### config.mk
export PLATFORM = sky130hd
export DESIGN_NAME = qla_top
export DESIGN_NICKNAME = d
export VERILOG_FILES = /design/src/common/qla_pkg.sv /design/src/axis/axis_regs.sv /design/src/axis/safety_check.sv /design/src/board_regs.sv /design/src/dout_ctrl.sv /design/src/qla_top.sv /design/src/reg_bus_decode.sv
export VERILOG_INCLUDE_DIRS = /design/src /design/src/common
export SDC_FILE = /design/constraint.sdc
export NUM_CORES = 1
export LEC_CHECK = 0
export ABC_CLOCK_PERIOD_IN_PS = 6200
export BUFFER_PORTS_ARGS = -buffer_cell sky130_fd_sc_hd__clkbuf_2
export CORE_ASPECT_RATIO = 0.6
export CORE_MARGIN = 2
export CORE_UTILIZATION = 55
export DETAILED_ROUTE_END_ITERATION = 10
export PLACE_DENSITY = 0.8
export SYNTH_ARGS = -nofsm -noshare
export SYNTH_HDL_FRONTEND = slang
export SYNTH_SLANG_ARGS = --single-unit
### constraint.sdc
create_clock -name sysclk -period 6.2 [get_ports sysclk]
set_input_delay 0.62 -clock sysclk [delete_from_list [all_inputs] [get_ports sysclk]]
set_output_delay 0.62 -clock sysclk [all_outputs]
set_load 0.02 [all_outputs]
### src/common/qla_cfg.svh
/*
 * QLA configuration constants
 * address map sizes, reset values, safety limits and register bit positions
 */
`ifndef QLA_CFG_SVH
`define QLA_CFG_SVH

`define QLA_NUM_AXES        4
`define QLA_DAC_MID         16'h8000    // zero current command
`define QLA_SAFETY_COUNT    8           // consecutive overcurrent cycles to trip
`define QLA_SAFETY_MARGIN   16'h0100    // slack on top of 2x command

// status word fields
`define QLA_STAT_ID_LSB     28          // 4-bit board id
`define QLA_STAT_PWR        19
`define QLA_STAT_SAFE_LSB   8           // latched safety disables
`define QLA_STAT_FAULT_LSB  4
`define QLA_STAT_AMP_LSB    0           // effective amp enables

// masked write fields
`define QLA_WR_PWR_MASK     19
`define QLA_WR_PWR_VAL      18
`define QLA_WR_AMP_MASK_LSB 8
`define QLA_WR_AMP_VAL_LSB  0

// dout readback
`define QLA_DOUT_VALID      31
`define QLA_DOUT_BIDIR      30

`endif

### src/common/qla_pkg.sv
/*
 * QLA shared types
 * register bus words, current samples, and the enums used for
 * address decode and the per-axis safety FSM
 */
`default_nettype none

package qla_pkg;

    // -------------------------------------
    // bus and data words
    // -------------------------------------
    typedef logic [31:0] reg_word_t;    // one board register
    typedef logic [15:0] reg_addr_t;    // quadlet address
    typedef logic [15:0] cur_t;         // offset binary, mid-scale is zero amps

    // addr[15:12]
    typedef enum logic [3:0] {
        SPACE_MAIN     = 4'd0,          // board and axis registers
        SPACE_HUB      = 4'd1,
        SPACE_PROM     = 4'd2,
        SPACE_PROM_QLA = 4'd3,
        SPACE_ETH      = 4'd4,
        SPACE_FW       = 4'd5,
        SPACE_DS       = 4'd6           // 1-wire, not served here
    } addr_space_e;

    // channel 0 offsets, addr[3:0]
    typedef enum logic [3:0] {
        BOARD_STATUS = 4'd0,
        BOARD_DOUT   = 4'd1
    } board_off_e;

    // offsets within axis channels 1..4
    typedef enum logic [3:0] {
        OFF_ADC_DATA = 4'd0,            // sampled feedback
        OFF_DAC_CTRL = 4'd1             // current command
    } axis_off_e;

    // overcurrent monitor
    typedef enum logic [1:0] {
        SAFE_OK,
        SAFE_COUNTING,                  // overcurrent seen, not yet long enough
        SAFE_TRIPPED                    // amp held off until cleared
    } safety_state_e;

endpackage

`default_nettype wire

### src/axis/axis_regs.sv
/*
 * axis registers
 * dac command per axis, adc feedback sampling,
 * and one readback word per axis chosen by the read offset
 */
`timescale 1ns/1ps
`default_nettype none

`include "qla_cfg.svh"

module axis_regs (
    input  wire                     sysclk,
    input  wire                     rst_n,
    input  wire [4:1]               axis_wen,       // one-hot per axis
    input  wire qla_pkg::axis_off_e axis_woff,
    input  wire qla_pkg::axis_off_e axis_roff,
    input  wire qla_pkg::reg_word_t reg_wdata,
    input  wire qla_pkg::cur_t      cur_fb [4:1],
    output qla_pkg::cur_t           dac_cmd [4:1],
    output qla_pkg::cur_t           cur_fb_q [4:1],
    output qla_pkg::reg_word_t      axis_rdata [4:1]
);

    // -------------------------------------
    // dac commands
    // -------------------------------------
    always_ff @(posedge sysclk) begin
        if (!rst_n) begin
            for (int n = 1; n <= `QLA_NUM_AXES; n++) begin
                dac_cmd[n] <= `QLA_DAC_MID;     // zero current
            end
        end else begin
            for (int n = 1; n <= `QLA_NUM_AXES; n++) begin
                if (axis_wen[n] && axis_woff == qla_pkg::OFF_DAC_CTRL)
                    dac_cmd[n] <= reg_wdata[15:0];
            end
        end
    end

    // adc feedback, sampled every cycle
    always_ff @(posedge sysclk) begin
        for (int n = 1; n <= `QLA_NUM_AXES; n++) begin
            cur_fb_q[n] <= cur_fb[n];
        end
    end

    // -------------------------------------
    // readback
    // -------------------------------------
    always_comb begin
        for (int n = 1; n <= `QLA_NUM_AXES; n++) begin
            if (axis_roff == qla_pkg::OFF_ADC_DATA)
                axis_rdata[n] = {16'h0000, cur_fb_q[n]};
            else
                axis_rdata[n] = {16'h0000, dac_cmd[n]};  // decoder zeroes bad offsets
        end
    end

endmodule

`default_nettype wire

### src/axis/safety_check.sv
/*
 * axis overcurrent monitor
 * trips when |feedback| exceeds 2x |command| plus margin for
 * QLA_SAFETY_COUNT consecutive cycles, holds until cleared
 */
`timescale 1ns/1ps
`default_nettype none

`include "qla_cfg.svh"

module safety_check (
    input  wire                sysclk,
    input  wire                rst_n,
    input  wire qla_pkg::cur_t cur_fb_q,
    input  wire qla_pkg::cur_t dac_cmd,
    input  wire                safety_clear,    // one-cycle pulse from board_regs
    output logic               amp_disable
);

    qla_pkg::safety_state_e state;
    logic [3:0]             cnt;        // overcurrent run length, count fits 4 bits
    logic [15:0]            fb_mag;     // distance from mid-scale
    logic [15:0]            cmd_mag;
    logic [17:0]            limit;      // 2x command + margin, no overflow
    logic                   over;

    // -------------------------------------
    // threshold compare
    // -------------------------------------
    assign fb_mag  = (cur_fb_q >= `QLA_DAC_MID) ? cur_fb_q - `QLA_DAC_MID
                                                : `QLA_DAC_MID - cur_fb_q;
    assign cmd_mag = (dac_cmd >= `QLA_DAC_MID) ? dac_cmd - `QLA_DAC_MID
                                               : `QLA_DAC_MID - dac_cmd;
    assign limit   = {1'b0, cmd_mag, 1'b0} + {2'b00, `QLA_SAFETY_MARGIN};
    assign over    = {2'b00, fb_mag} > limit;

    // -------------------------------------
    // debounce FSM
    // -------------------------------------
    always_ff @(posedge sysclk) begin
        if (!rst_n) begin
            state <= qla_pkg::SAFE_OK;
            cnt   <= '0;
        end else begin
            case (state)
                qla_pkg::SAFE_OK: begin
                    if (over) begin
                        state <= qla_pkg::SAFE_COUNTING;
                        cnt   <= 4'd1;      // first sample
                    end
                end
                qla_pkg::SAFE_COUNTING: begin
                    if (!over)
                        state <= qla_pkg::SAFE_OK;  // run broken
                    else if (cnt == 4'(`QLA_SAFETY_COUNT - 1))
                        state <= qla_pkg::SAFE_TRIPPED;
                    else
                        cnt <= cnt + 4'd1;
                end
                qla_pkg::SAFE_TRIPPED: begin
                    if (safety_clear)
                        state <= qla_pkg::SAFE_OK;
                end
                default: state <= qla_pkg::SAFE_OK;
            endcase
        end
    end

    assign amp_disable = (state == qla_pkg::SAFE_TRIPPED);

endmodule

`default_nettype wire

### src/board_regs.sv
/*
 * board register, channel 0
 * masked power and amp enable writes, status word with id,
 * faults and safety latches, and safety latch clear pulses
 */
`timescale 1ns/1ps
`default_nettype none

`include "qla_cfg.svh"

module board_regs (
    input  wire                     sysclk,
    input  wire                     rst_n,
    input  wire                     board_wen,
    input  wire qla_pkg::reg_word_t reg_wdata,
    input  wire [3:0]               board_id,
    input  wire [4:1]               amp_fault,      // amplifier fault inputs
    input  wire [4:1]               amp_disable,    // from the safety checks
    output qla_pkg::reg_word_t      board_rdata,
    output logic                    pwr_enable,
    output logic [4:1]              amp_enable,
    output logic [4:1]              safety_clear
);

    logic       pwr_q;      // board power
    logic [4:1] amp_q;      // stored amp enables, before gating
    logic       pwr_set;    // this write turns power on
    logic [4:1] amp_set;    // this write turns amp n on

    // -------------------------------------
    // masked write decode
    // -------------------------------------
    always_comb begin
        pwr_set = board_wen && reg_wdata[`QLA_WR_PWR_MASK]
                  && reg_wdata[`QLA_WR_PWR_VAL];
        for (int n = 1; n <= `QLA_NUM_AXES; n++) begin
            amp_set[n] = board_wen && reg_wdata[`QLA_WR_AMP_MASK_LSB + n - 1]
                         && reg_wdata[`QLA_WR_AMP_VAL_LSB + n - 1];
        end
    end

    // power on clears every latch, amp on clears its own
    assign safety_clear = {4{pwr_set}} | amp_set;

    always_ff @(posedge sysclk) begin
        if (!rst_n) begin
            pwr_q <= 1'b0;
            amp_q <= '0;
        end else if (board_wen) begin
            if (reg_wdata[`QLA_WR_PWR_MASK])
                pwr_q <= reg_wdata[`QLA_WR_PWR_VAL];
            for (int n = 1; n <= `QLA_NUM_AXES; n++) begin
                if (reg_wdata[`QLA_WR_AMP_MASK_LSB + n - 1])
                    amp_q[n] <= reg_wdata[`QLA_WR_AMP_VAL_LSB + n - 1];
            end
        end
    end

    // -------------------------------------
    // outputs
    // -------------------------------------
    assign pwr_enable = pwr_q;
    // amp only on with power up and no safety trip
    assign amp_enable = amp_q & {4{pwr_q}} & ~amp_disable;

    // status word
    always_comb begin
        board_rdata = '0;
        board_rdata[`QLA_STAT_ID_LSB +: 4]    = board_id;
        board_rdata[`QLA_STAT_PWR]            = pwr_q;
        board_rdata[`QLA_STAT_SAFE_LSB +: 4]  = amp_disable;
        board_rdata[`QLA_STAT_FAULT_LSB +: 4] = amp_fault;
        board_rdata[`QLA_STAT_AMP_LSB +: 4]   = amp_enable;   // effective, not stored
    end

endmodule

`default_nettype wire

### src/dout_ctrl.sv
/*
 * digital output control
 * 4-bit output register, pin polarity set by the bidir strap
 */
`timescale 1ns/1ps
`default_nettype none

`include "qla_cfg.svh"

module dout_ctrl (
    input  wire                     sysclk,
    input  wire                     rst_n,
    input  wire                     dout_wen,
    input  wire qla_pkg::reg_word_t reg_wdata,
    input  wire                     dout_bidir,     // strap, 1 = inverting buffers
    output qla_pkg::reg_word_t      dout_rdata,
    output logic [4:1]              dout_pins
);

    logic [3:0] dout_q;
    logic       cfg_valid;  // strap has been sampled
    logic       cfg_bidir;

    always_ff @(posedge sysclk) begin
        if (!rst_n) begin
            dout_q    <= '0;
            cfg_valid <= 1'b0;
            cfg_bidir <= 1'b0;
        end else begin
            if (!cfg_valid) begin
                cfg_valid <= 1'b1;          // first cycle out of reset
                cfg_bidir <= dout_bidir;
            end
            if (dout_wen)
                dout_q <= reg_wdata[3:0];
        end
    end

    // bidir hardware inverts, so undo it here
    assign dout_pins = dout_q ^ {4{cfg_bidir}};

    always_comb begin
        dout_rdata = '0;
        dout_rdata[3:0]             = dout_q;
        dout_rdata[`QLA_DOUT_VALID] = cfg_valid;
        dout_rdata[`QLA_DOUT_BIDIR] = cfg_bidir;
    end

endmodule

`default_nettype wire

### src/qla_top.sv
/*
 * QLA motor-axis controller core
 * register bus decode, board control, digital outputs,
 * four axis command/feedback channels and their overcurrent monitors
 */
`timescale 1ns/1ps
`default_nettype none

`include "qla_cfg.svh"

module qla_top (
    input  wire                     sysclk,
    input  wire                     rst_n,
    // host register bus
    input  wire                     reg_wen,
    input  wire qla_pkg::reg_addr_t reg_waddr,
    input  wire qla_pkg::reg_word_t reg_wdata,
    input  wire qla_pkg::reg_addr_t reg_raddr,
    output qla_pkg::reg_word_t      reg_rdata,
    // board side
    input  wire [3:0]               board_id,
    input  wire [4:1]               amp_fault,
    input  wire qla_pkg::cur_t      cur_fb [4:1],   // adc current feedback
    input  wire                     dout_bidir,     // hardware strap
    output qla_pkg::cur_t           dac_cmd [4:1],  // dac current command
    output logic                    pwr_enable,
    output logic [4:1]              amp_enable,
    output logic [4:1]              dout_pins
);

    // -------------------------------------
    // internal wiring
    // -------------------------------------
    logic                board_wen;
    logic                dout_wen;
    logic [4:1]          axis_wen;
    qla_pkg::axis_off_e  axis_woff;
    qla_pkg::axis_off_e  axis_roff;
    qla_pkg::reg_word_t  board_rdata;
    qla_pkg::reg_word_t  dout_rdata;
    qla_pkg::reg_word_t  axis_rdata [4:1];
    qla_pkg::cur_t       cur_fb_q [4:1];     // registered feedback
    logic [4:1]          amp_disable;        // safety latch outputs
    logic [4:1]          safety_clear;       // latch clear pulses

    reg_bus_decode u_decode (
        .sysclk(sysclk),
        .rst_n(rst_n),
        .reg_wen(reg_wen),
        .reg_waddr(reg_waddr),
        .reg_raddr(reg_raddr),
        .board_rdata(board_rdata),
        .dout_rdata(dout_rdata),
        .axis_rdata(axis_rdata),
        .board_wen(board_wen),
        .dout_wen(dout_wen),
        .axis_wen(axis_wen),
        .axis_woff(axis_woff),
        .axis_roff(axis_roff),
        .reg_rdata(reg_rdata)
    );

    board_regs u_board (
        .sysclk(sysclk),
        .rst_n(rst_n),
        .board_wen(board_wen),
        .reg_wdata(reg_wdata),
        .board_id(board_id),
        .amp_fault(amp_fault),
        .amp_disable(amp_disable),
        .board_rdata(board_rdata),
        .pwr_enable(pwr_enable),
        .amp_enable(amp_enable),
        .safety_clear(safety_clear)
    );

    dout_ctrl u_dout (
        .sysclk(sysclk),
        .rst_n(rst_n),
        .dout_wen(dout_wen),
        .reg_wdata(reg_wdata),
        .dout_bidir(dout_bidir),
        .dout_rdata(dout_rdata),
        .dout_pins(dout_pins)
    );

    axis_regs u_axis (
        .sysclk(sysclk),
        .rst_n(rst_n),
        .axis_wen(axis_wen),
        .axis_woff(axis_woff),
        .axis_roff(axis_roff),
        .reg_wdata(reg_wdata),
        .cur_fb(cur_fb),
        .dac_cmd(dac_cmd),
        .cur_fb_q(cur_fb_q),
        .axis_rdata(axis_rdata)
    );

    // one overcurrent monitor per axis
    for (genvar n = 1; n <= `QLA_NUM_AXES; n++) begin : g_safety
        safety_check u_safe (
            .sysclk(sysclk),
            .rst_n(rst_n),
            .cur_fb_q(cur_fb_q[n]),
            .dac_cmd(dac_cmd[n]),
            .safety_clear(safety_clear[n]),
            .amp_disable(amp_disable[n])
        );
    end

endmodule

`default_nettype wire

### src/reg_bus_decode.sv
/*
 * register bus decoder
 * splits write addresses into per-block strobes and
 * registers the read word selected by the read address
 */
`timescale 1ns/1ps
`default_nettype none

`include "qla_cfg.svh"

module reg_bus_decode (
    input  wire                     sysclk,
    input  wire                     rst_n,
    input  wire                     reg_wen,
    input  wire qla_pkg::reg_addr_t reg_waddr,
    input  wire qla_pkg::reg_addr_t reg_raddr,
    input  wire qla_pkg::reg_word_t board_rdata,
    input  wire qla_pkg::reg_word_t dout_rdata,
    input  wire qla_pkg::reg_word_t axis_rdata [4:1],
    output logic                    board_wen,
    output logic                    dout_wen,
    output logic [4:1]              axis_wen,
    output qla_pkg::axis_off_e      axis_woff,
    output qla_pkg::axis_off_e      axis_roff,
    output qla_pkg::reg_word_t      reg_rdata
);

    qla_pkg::addr_space_e w_space, r_space;
    qla_pkg::board_off_e  w_boff, r_boff;
    logic [3:0]           w_chan, r_chan;   // addr[7:4]
    logic                 w_main;           // write hits main space
    qla_pkg::reg_word_t   rdata_next;

    // -------------------------------------
    // write side, same-cycle strobes
    // -------------------------------------
    assign w_space   = qla_pkg::addr_space_e'(reg_waddr[15:12]);
    assign w_chan    = reg_waddr[7:4];
    assign w_boff    = qla_pkg::board_off_e'(reg_waddr[3:0]);
    assign axis_woff = qla_pkg::axis_off_e'(reg_waddr[3:0]);   // axis_regs checks it
    assign w_main    = reg_wen && (w_space == qla_pkg::SPACE_MAIN);

    assign board_wen = w_main && (w_chan == 4'd0) && (w_boff == qla_pkg::BOARD_STATUS);
    assign dout_wen  = w_main && (w_chan == 4'd0) && (w_boff == qla_pkg::BOARD_DOUT);

    always_comb begin
        for (int n = 1; n <= `QLA_NUM_AXES; n++) begin
            axis_wen[n] = w_main && (w_chan == 4'(n));
        end
    end

    // -------------------------------------
    // read side
    // -------------------------------------
    assign r_space   = qla_pkg::addr_space_e'(reg_raddr[15:12]);
    assign r_chan    = reg_raddr[7:4];
    assign r_boff    = qla_pkg::board_off_e'(reg_raddr[3:0]);
    assign axis_roff = qla_pkg::axis_off_e'(reg_raddr[3:0]);

    always_comb begin
        rdata_next = '0;                    // unmapped reads as zero
        if (r_space == qla_pkg::SPACE_MAIN) begin
            if (r_chan == 4'd0) begin
                if (r_boff == qla_pkg::BOARD_STATUS)
                    rdata_next = board_rdata;
                else if (r_boff == qla_pkg::BOARD_DOUT)
                    rdata_next = dout_rdata;
            end else if (axis_roff == qla_pkg::OFF_ADC_DATA ||
                         axis_roff == qla_pkg::OFF_DAC_CTRL) begin
                for (int n = 1; n <= `QLA_NUM_AXES; n++) begin
                    if (r_chan == 4'(n))
                        rdata_next = axis_rdata[n];
                end
            end
        end
    end

    always_ff @(posedge sysclk) begin
        if (!rst_n)
            reg_rdata <= '0;
        else
            reg_rdata <= rdata_next;        // one cycle read latency
    end

endmodule

`default_nettype wire
Yosys cells after proc, flatten, opt, wreduce, memory -nomap -nowiden. Cells that the tools add are included.

Add/sub/neg operators: 24. $lt $le $gt $ge: 12. Equality and inequality tests: 42. Multiplexer cells: 57. Bitwise logic cells: 5. Reductions and logical operators: 51.

Operator list (number): $mux W32 (8); $mux W16 (12); $ge A16 B16 Y1 const B (8); $sub A16 B16 Y16 const A (8); $sub A16 B16 Y16 const B (8); $add A17 B9 Y18 const B (4); $gt A16 B18 Y1 (4); $mux W4 (12); $mux W2 (16); $pmux W4 S2 (4); $eq A4 B3 Y1 const B (6); $logic_not A4 Y1 (6); $pmux W2 S3 (4); $logic_and A1 B1 Y1 (22); $add A4 B1 Y4 const B (4); $eq A4 B1 Y1 const B (4); $eq A4 B2 Y1 const B (4); $ne A2 B1 Y1 const B (8); $ne A2 B2 Y1 const B (8); $reduce_and A4 Y1 (4); $ne A3 B3 Y1 const B (4); $reduce_and A2 Y1 (6); $reduce_and A3 Y1 (4); $and A4 B4 Y4 (2); 9 further kinds (21).

Register bits: 195. Bits of input ports: 140. Output and inout bits: 105.

Longest topological paths before layout.
Depth in word-level cells: 9. Depth in mapped cells: 21. Gate-level depth less buffers: 20.

Modules after synthesis. From an unflattened synthesis, not the netlist that was laid out.

Cells, all modules: 1640. Area, all modules: 14279.9 um2.

Modules (own cells, without submodules): axis_regs (instances 1, cells each 426, area an instance 4912.2 um2, seq. area each 2562.5 um2); safety_check at g_safety[2].u_safe ... (instances 2, cells each 203, area an instance 1491.4 um2, seq. area each 120.1 um2); reg_bus_decode (instances 1, cells each 288, area an instance 2427.3 um2, seq. area each 640.6 um2); safety_check at g_safety[1].u_safe (instances 1, cells each 200, area an instance 1473.9 um2, seq. area each 120.1 um2); safety_check at g_safety[4].u_safe (instances 1, cells each 192, area an instance 1456.4 um2, seq. area each 120.1 um2); board_regs (instances 1, cells each 77, area an instance 558.0 um2, seq. area each 100.1 um2); dout_ctrl (instances 1, cells each 51, area an instance 469.2 um2, seq. area each 120.1 um2).

Worst setup path after synthesis. OpenSTA, ideal clock, no wires.

Path type: register -> register. Start: register u_axis.dac_cmd[49] in the netlist's numbering. End: register g_safety[4].u_safe.cnt[3]. Arrival time: 4.598 ns. Path slack: 1.482 ns. Cell stages (with the launch flop): 21. Buffers on the path: 1. Period minus slack after synthesis: 4.718 ns. Cell sequence: dfxtp_1 clkbuf_1 inv_1 ha_1 or4b_1 o41ai_1 xor2_1 inv_1 ha_1 nand2b_1 mux2i_1 a21oi_1 o221ai_1 xor2_1 ha_1 nand4_1 a2111oi_0 nor4_1 a2111oi_0 a21oi_1 o31a_1.

Word-level cells in the longest chain between the ends: 6. Elaborated cells between the ends (all ways): 9.

Ends and longest elaborated chain: from (decl) (line axis_regs.sv:19) `output qla_pkg::cur_t dac_cmd [4:1],`; from (signal, indexed assignment) (line axis_regs.sv:30) `` dac_cmd[n] <= `QLA_DAC_MID; ``; from (signal, indexed assignment) (line axis_regs.sv:35) `dac_cmd[n] <= reg_wdata[15:0];`; $sub A16 B16 Y16 (no line) or $ge A16 B16 Y1 (tied branches); $mux W16 (*) (line safety_check.sv:32) `` assign cmd_mag = (dac_cmd >= `QLA_DAC_MID) ? dac_cmd - `QLA_DAC_MID ``; $add A17 B9 Y18 (*) (line safety_check.sv:34) `` assign limit = {1'b0, cmd_mag, 1'b0} + {2'b00, `QLA_SAFETY_MARGIN}; ``; $gt A16 B18 Y1 (*) (line safety_check.sv:35) `assign over = {2'b00, fb_mag} > limit;`; $ne A2 B1 Y1 (no line); $reduce_and A4 Y1 (no line) (*); to (signal assigned) (line safety_check.sv:58) `cnt <= cnt + 4'd1;`; to (decl) (line safety_check.sv:21) `logic [3:0] cnt;`.

Every way passes the cells marked *; elsewhere a longest branch is shown, timed or not. A chain may end at the register's enable or synchronous reset.

Worst setup path in the final report.
Start: register u_axis.dac_cmd[48] in the netlist's numbering. End: register g_safety[4].u_safe.cnt[3].

Same word-level chain as after synthesis.

==> results by group <==
Finish
  • Share of cells above drive strength 1: 17.26%
  • Fill cells: 1,789
  • Final Cell Area: 13,500 µm²
  • Layout Nets: 1,808
  • # diodes: 0
  • Non-filler instance count after layout: 1,884
  • Synth-to-layout area growth: 14.18%

Critical path
  • Critical path class: reg -> reg
  • Crit end category: register
  • CP Launch Type: register
  • Crit Path Max Fanout: 9
  • Crit path DAT: 5.76 ns
  • CP required: 6.55 ns

STA
  • Hold Vio Cnt, Final: 0
  • Final setup fails: 0
  • Min Tclk post-route: 5.412 ns
  • Crit share post-route: 87.29%
  • Setup TNS: 0 ns
  • Pins Over Slew Limit: 0
  • Relative slew slack: 18.07%
  • Final WS setup: 0.7882 ns
  • RSZ-0062 raised after global routing: false
  • Slew @ Worst Pin: 1.218 ns
  • WHS: 0.2603 ns
  • Worst clock skew: 0.01109 ns
  • Peak Freq: 184.8 MHz

Clock network
  • Count of cells resized by post-cts repair: 0
  • CTS tree: yes
  • Clock-pin transition on the worst setup and hold timing paths: 0.08 ns
  • Max clock buf depth: 2
  • # H-tree levels: 4
  • Clk_lat worst skew: 0.45 ns
  • Clock root buffer: clkbuf_16
  • CTS Hold Buffers Added: 0
  • Clock Sinks: 184
  • Num CTS Buffers: 17
  • Post-CTS Setup Repair Bufs: 0

Power and ir drop
  • Pwr dens: 196.4 nW/µm²
  • P_leak: 5.578 nW
  • Peak VDD IR: 203.3 µV

Routing
  • Vias: 11.65k
  • Iter 0 DRT Violations: 1,412
  • First-pass iteration count of the detailed router: 8
  • Via density: 6.185
  • Post-route ant nets: 0
  • DRC Markers: 0
  • Wirelength, routed: 38,660 µm
  • Routed length per placed instance: 20.52 µm

Synth
  • Register area share after synthesis: 31.15%
  • Synthesized area: 11,820 µm²
  • Synth cell types: 71
  • Avg Inst Size Synth: 8.251 µm²
  • Synth area leaders: dfxtp_1 31%, mux2i_1 8.4%, ha_1 8.0%, nor2_1 6.3%, xor2_1 5.1%
  • Ys flop type: dfxtp_1
  • Most frequent cell after synthesis: nor2_1
  • Top cell type's share of synthesized area: 31.15%
  • Synth area leader: dfxtp_1
  • Post-synth ARST share: 0%
  • Most frequent cells after synthesis: 200 x nor2_1, 184 x dfxtp_1, 99 x a21oi_1, 99 x mux2i_1, 89 x nand2_1
  • Cells after Synth: 1,433
  • EDFF count, synth: 0
  • Synth Warn #: 0
  • #FFs+latches synth: 184

Placed design
  • Placed Cells: 1,851
  • DP Worst Slack: 0.9780 ns
  • Placed Instance Area: 12,940 µm²
  • # port buffers: 211
  • DPL Wire Length: 29,530 µm
  • Placer Congestion: 1.006

Floorplanning
  • Die width: 193.3 µm
  • Core ar.: 21,030 µm²
  • Die H: 117.6 µm
  • Number of I/O pins: 245
  • Starting Density: 56.22%
  • Die area: 22,720 µm²
  • # rows: 41

GRT
  • Overall Global Routing Usage: 33.05%
  • Global route total overflow: 0
  • Largest net degree at the start of global routing: 86
  • First-pass GRT wire length: 59,170 µm
  • Initial antenna violation count: 0
  • Vias in the first global route: 10.56k

Run
  • MaxCap Viol Count: 0

Min path
  • Hold Crit Class: in -> reg

Run status
  • Status: finished clean
-- path summary, 6_finish.rpt --
check,start,end,slack (ns),cells past startpoint
worst max-delay path,u_axis.dac_cmd[48]$_SDFFE_PN0P_,g_safety[4].u_safe.cnt[3]$_SDFFE_PN0P_,0.79,19
worst min register to register,u_board.amp_q[3]$_SDFFE_PN0P_,u_board.amp_q[3]$_SDFFE_PN0P_,0.46,2
worst max register to register,u_axis.dac_cmd[48]$_SDFFE_PN0P_,g_safety[4].u_safe.cnt[3]$_SDFFE_PN0P_,0.79,19
worst min-delay path,cur_fb[16],u_axis.cur_fb_q[16]$_DFF_P_,0.26,1
-- kinds of logic after synthesis --
logic type,synth area share (%)
other,0.03172
multiplexers,9.714
XOR/XNOR,9.693
buffers and inverters,4.878
flip-flops,31.15
AO/OA/AOI/OAI,14.70
adder cells (fa/ha/maj),8.042
AND/OR/NAND/NOR,21.79
-- per-stage QoR --
| stage | power, W | util, % |
|---|---|---|
| global route | 0.002742 | 64.19 |
| global placement | 0.001579 | 61.51 |
| floorplan | 0.001476 | - |
| detailed placement | 0.001591 | 61.51 |
| finish | 0.002651 | 64.19 |
| CTS | 0.002638 | 64.16 |
-- report_power, final --
part	leakage (nW)	switching (W)	internal [W]
clock	0.277	0.000543	0.000531
combinational	3.79	0.000182	0.000130
sequential	1.51	0.0000514	0.00121
-- placed cells by master, fill, tap and decap left out, drive strengths merged, types with 33 or more instances in the layout --
master  synthesis  final
clkbuf         70    229
nor2          200    200
xor2           70     70
nand2          89     89
xnor2          60     60
nor3           50     50
inv            50     59
o21ai          37     37
ha             76     76
dfxtp         184    184
nand3          33     33
mux2i          99     99
a21oi          99     99
-- area by class of cell --
type / instances / area [µm²] / share of cell area, %
flip-flops and latches: 184 / 3684 / 27.28
clock inverters: 15 / 132.6 / 0.9824
multi-input cells: 1121 / 7616 / 56.41
well taps: 279 / 349.1 / 2.586
repair buffers: 218 / 1106 / 8.193
clock buffers: 17 / 425.4 / 3.151
inverters: 50 / 187.7 / 1.390
-- critical path, stage by stage (launching register included) --
cell       delay [ns]
dfxtp_1          0.40
inv_1            0.09
ha_1             0.22
or4b_1           0.58
o41ai_1          0.34
xor2_1           0.14
inv_1            0.08
ha_1             0.20
nand2b_1         0.07
mux2i_1          0.33
a21oi_1          0.11
o221ai_1         0.21
xor2_1           0.12
ha_1             0.33
nand4_1          0.11
a2111oi_0        0.41
nor4_1           0.12
a2111oi_0        0.99
a21oi_1          0.18
o31a_1           0.27
-- state kept, by name (all words and copies together) (netlist names) --
| register | count |
|---|---|
| u_axis.cur_fb_q | 64 |
| u_dout.cfg_valid | 1 |
| u_board.amp_q | 4 |
| g_safety.u_safe.state | 8 |
| g_safety.u_safe.cnt | 16 |
| u_decode.reg_rdata | 21 |
| u_board.pwr_enable | 1 |
| u_dout.dout_q | 4 |
| u_axis.dac_cmd | 64 |
| u_dout.cfg_bidir | 1 |
-- routing by layer --
| metal | share of wire (%) | vias up | global-route usage (%) |
|---|---|---|---|
| met5 | 0 | - | 0 |
| met4 | 2.4 | 0 | 9.637 |
| li1 | - | 5421 | - |
| met2 | 41 | 682 | 47.23 |
| met1 | 43 | 5461 | 46.82 |
| met3 | 13 | 89 | 11.23 |
No activity file was read; power rests on OpenSTA's default activity.
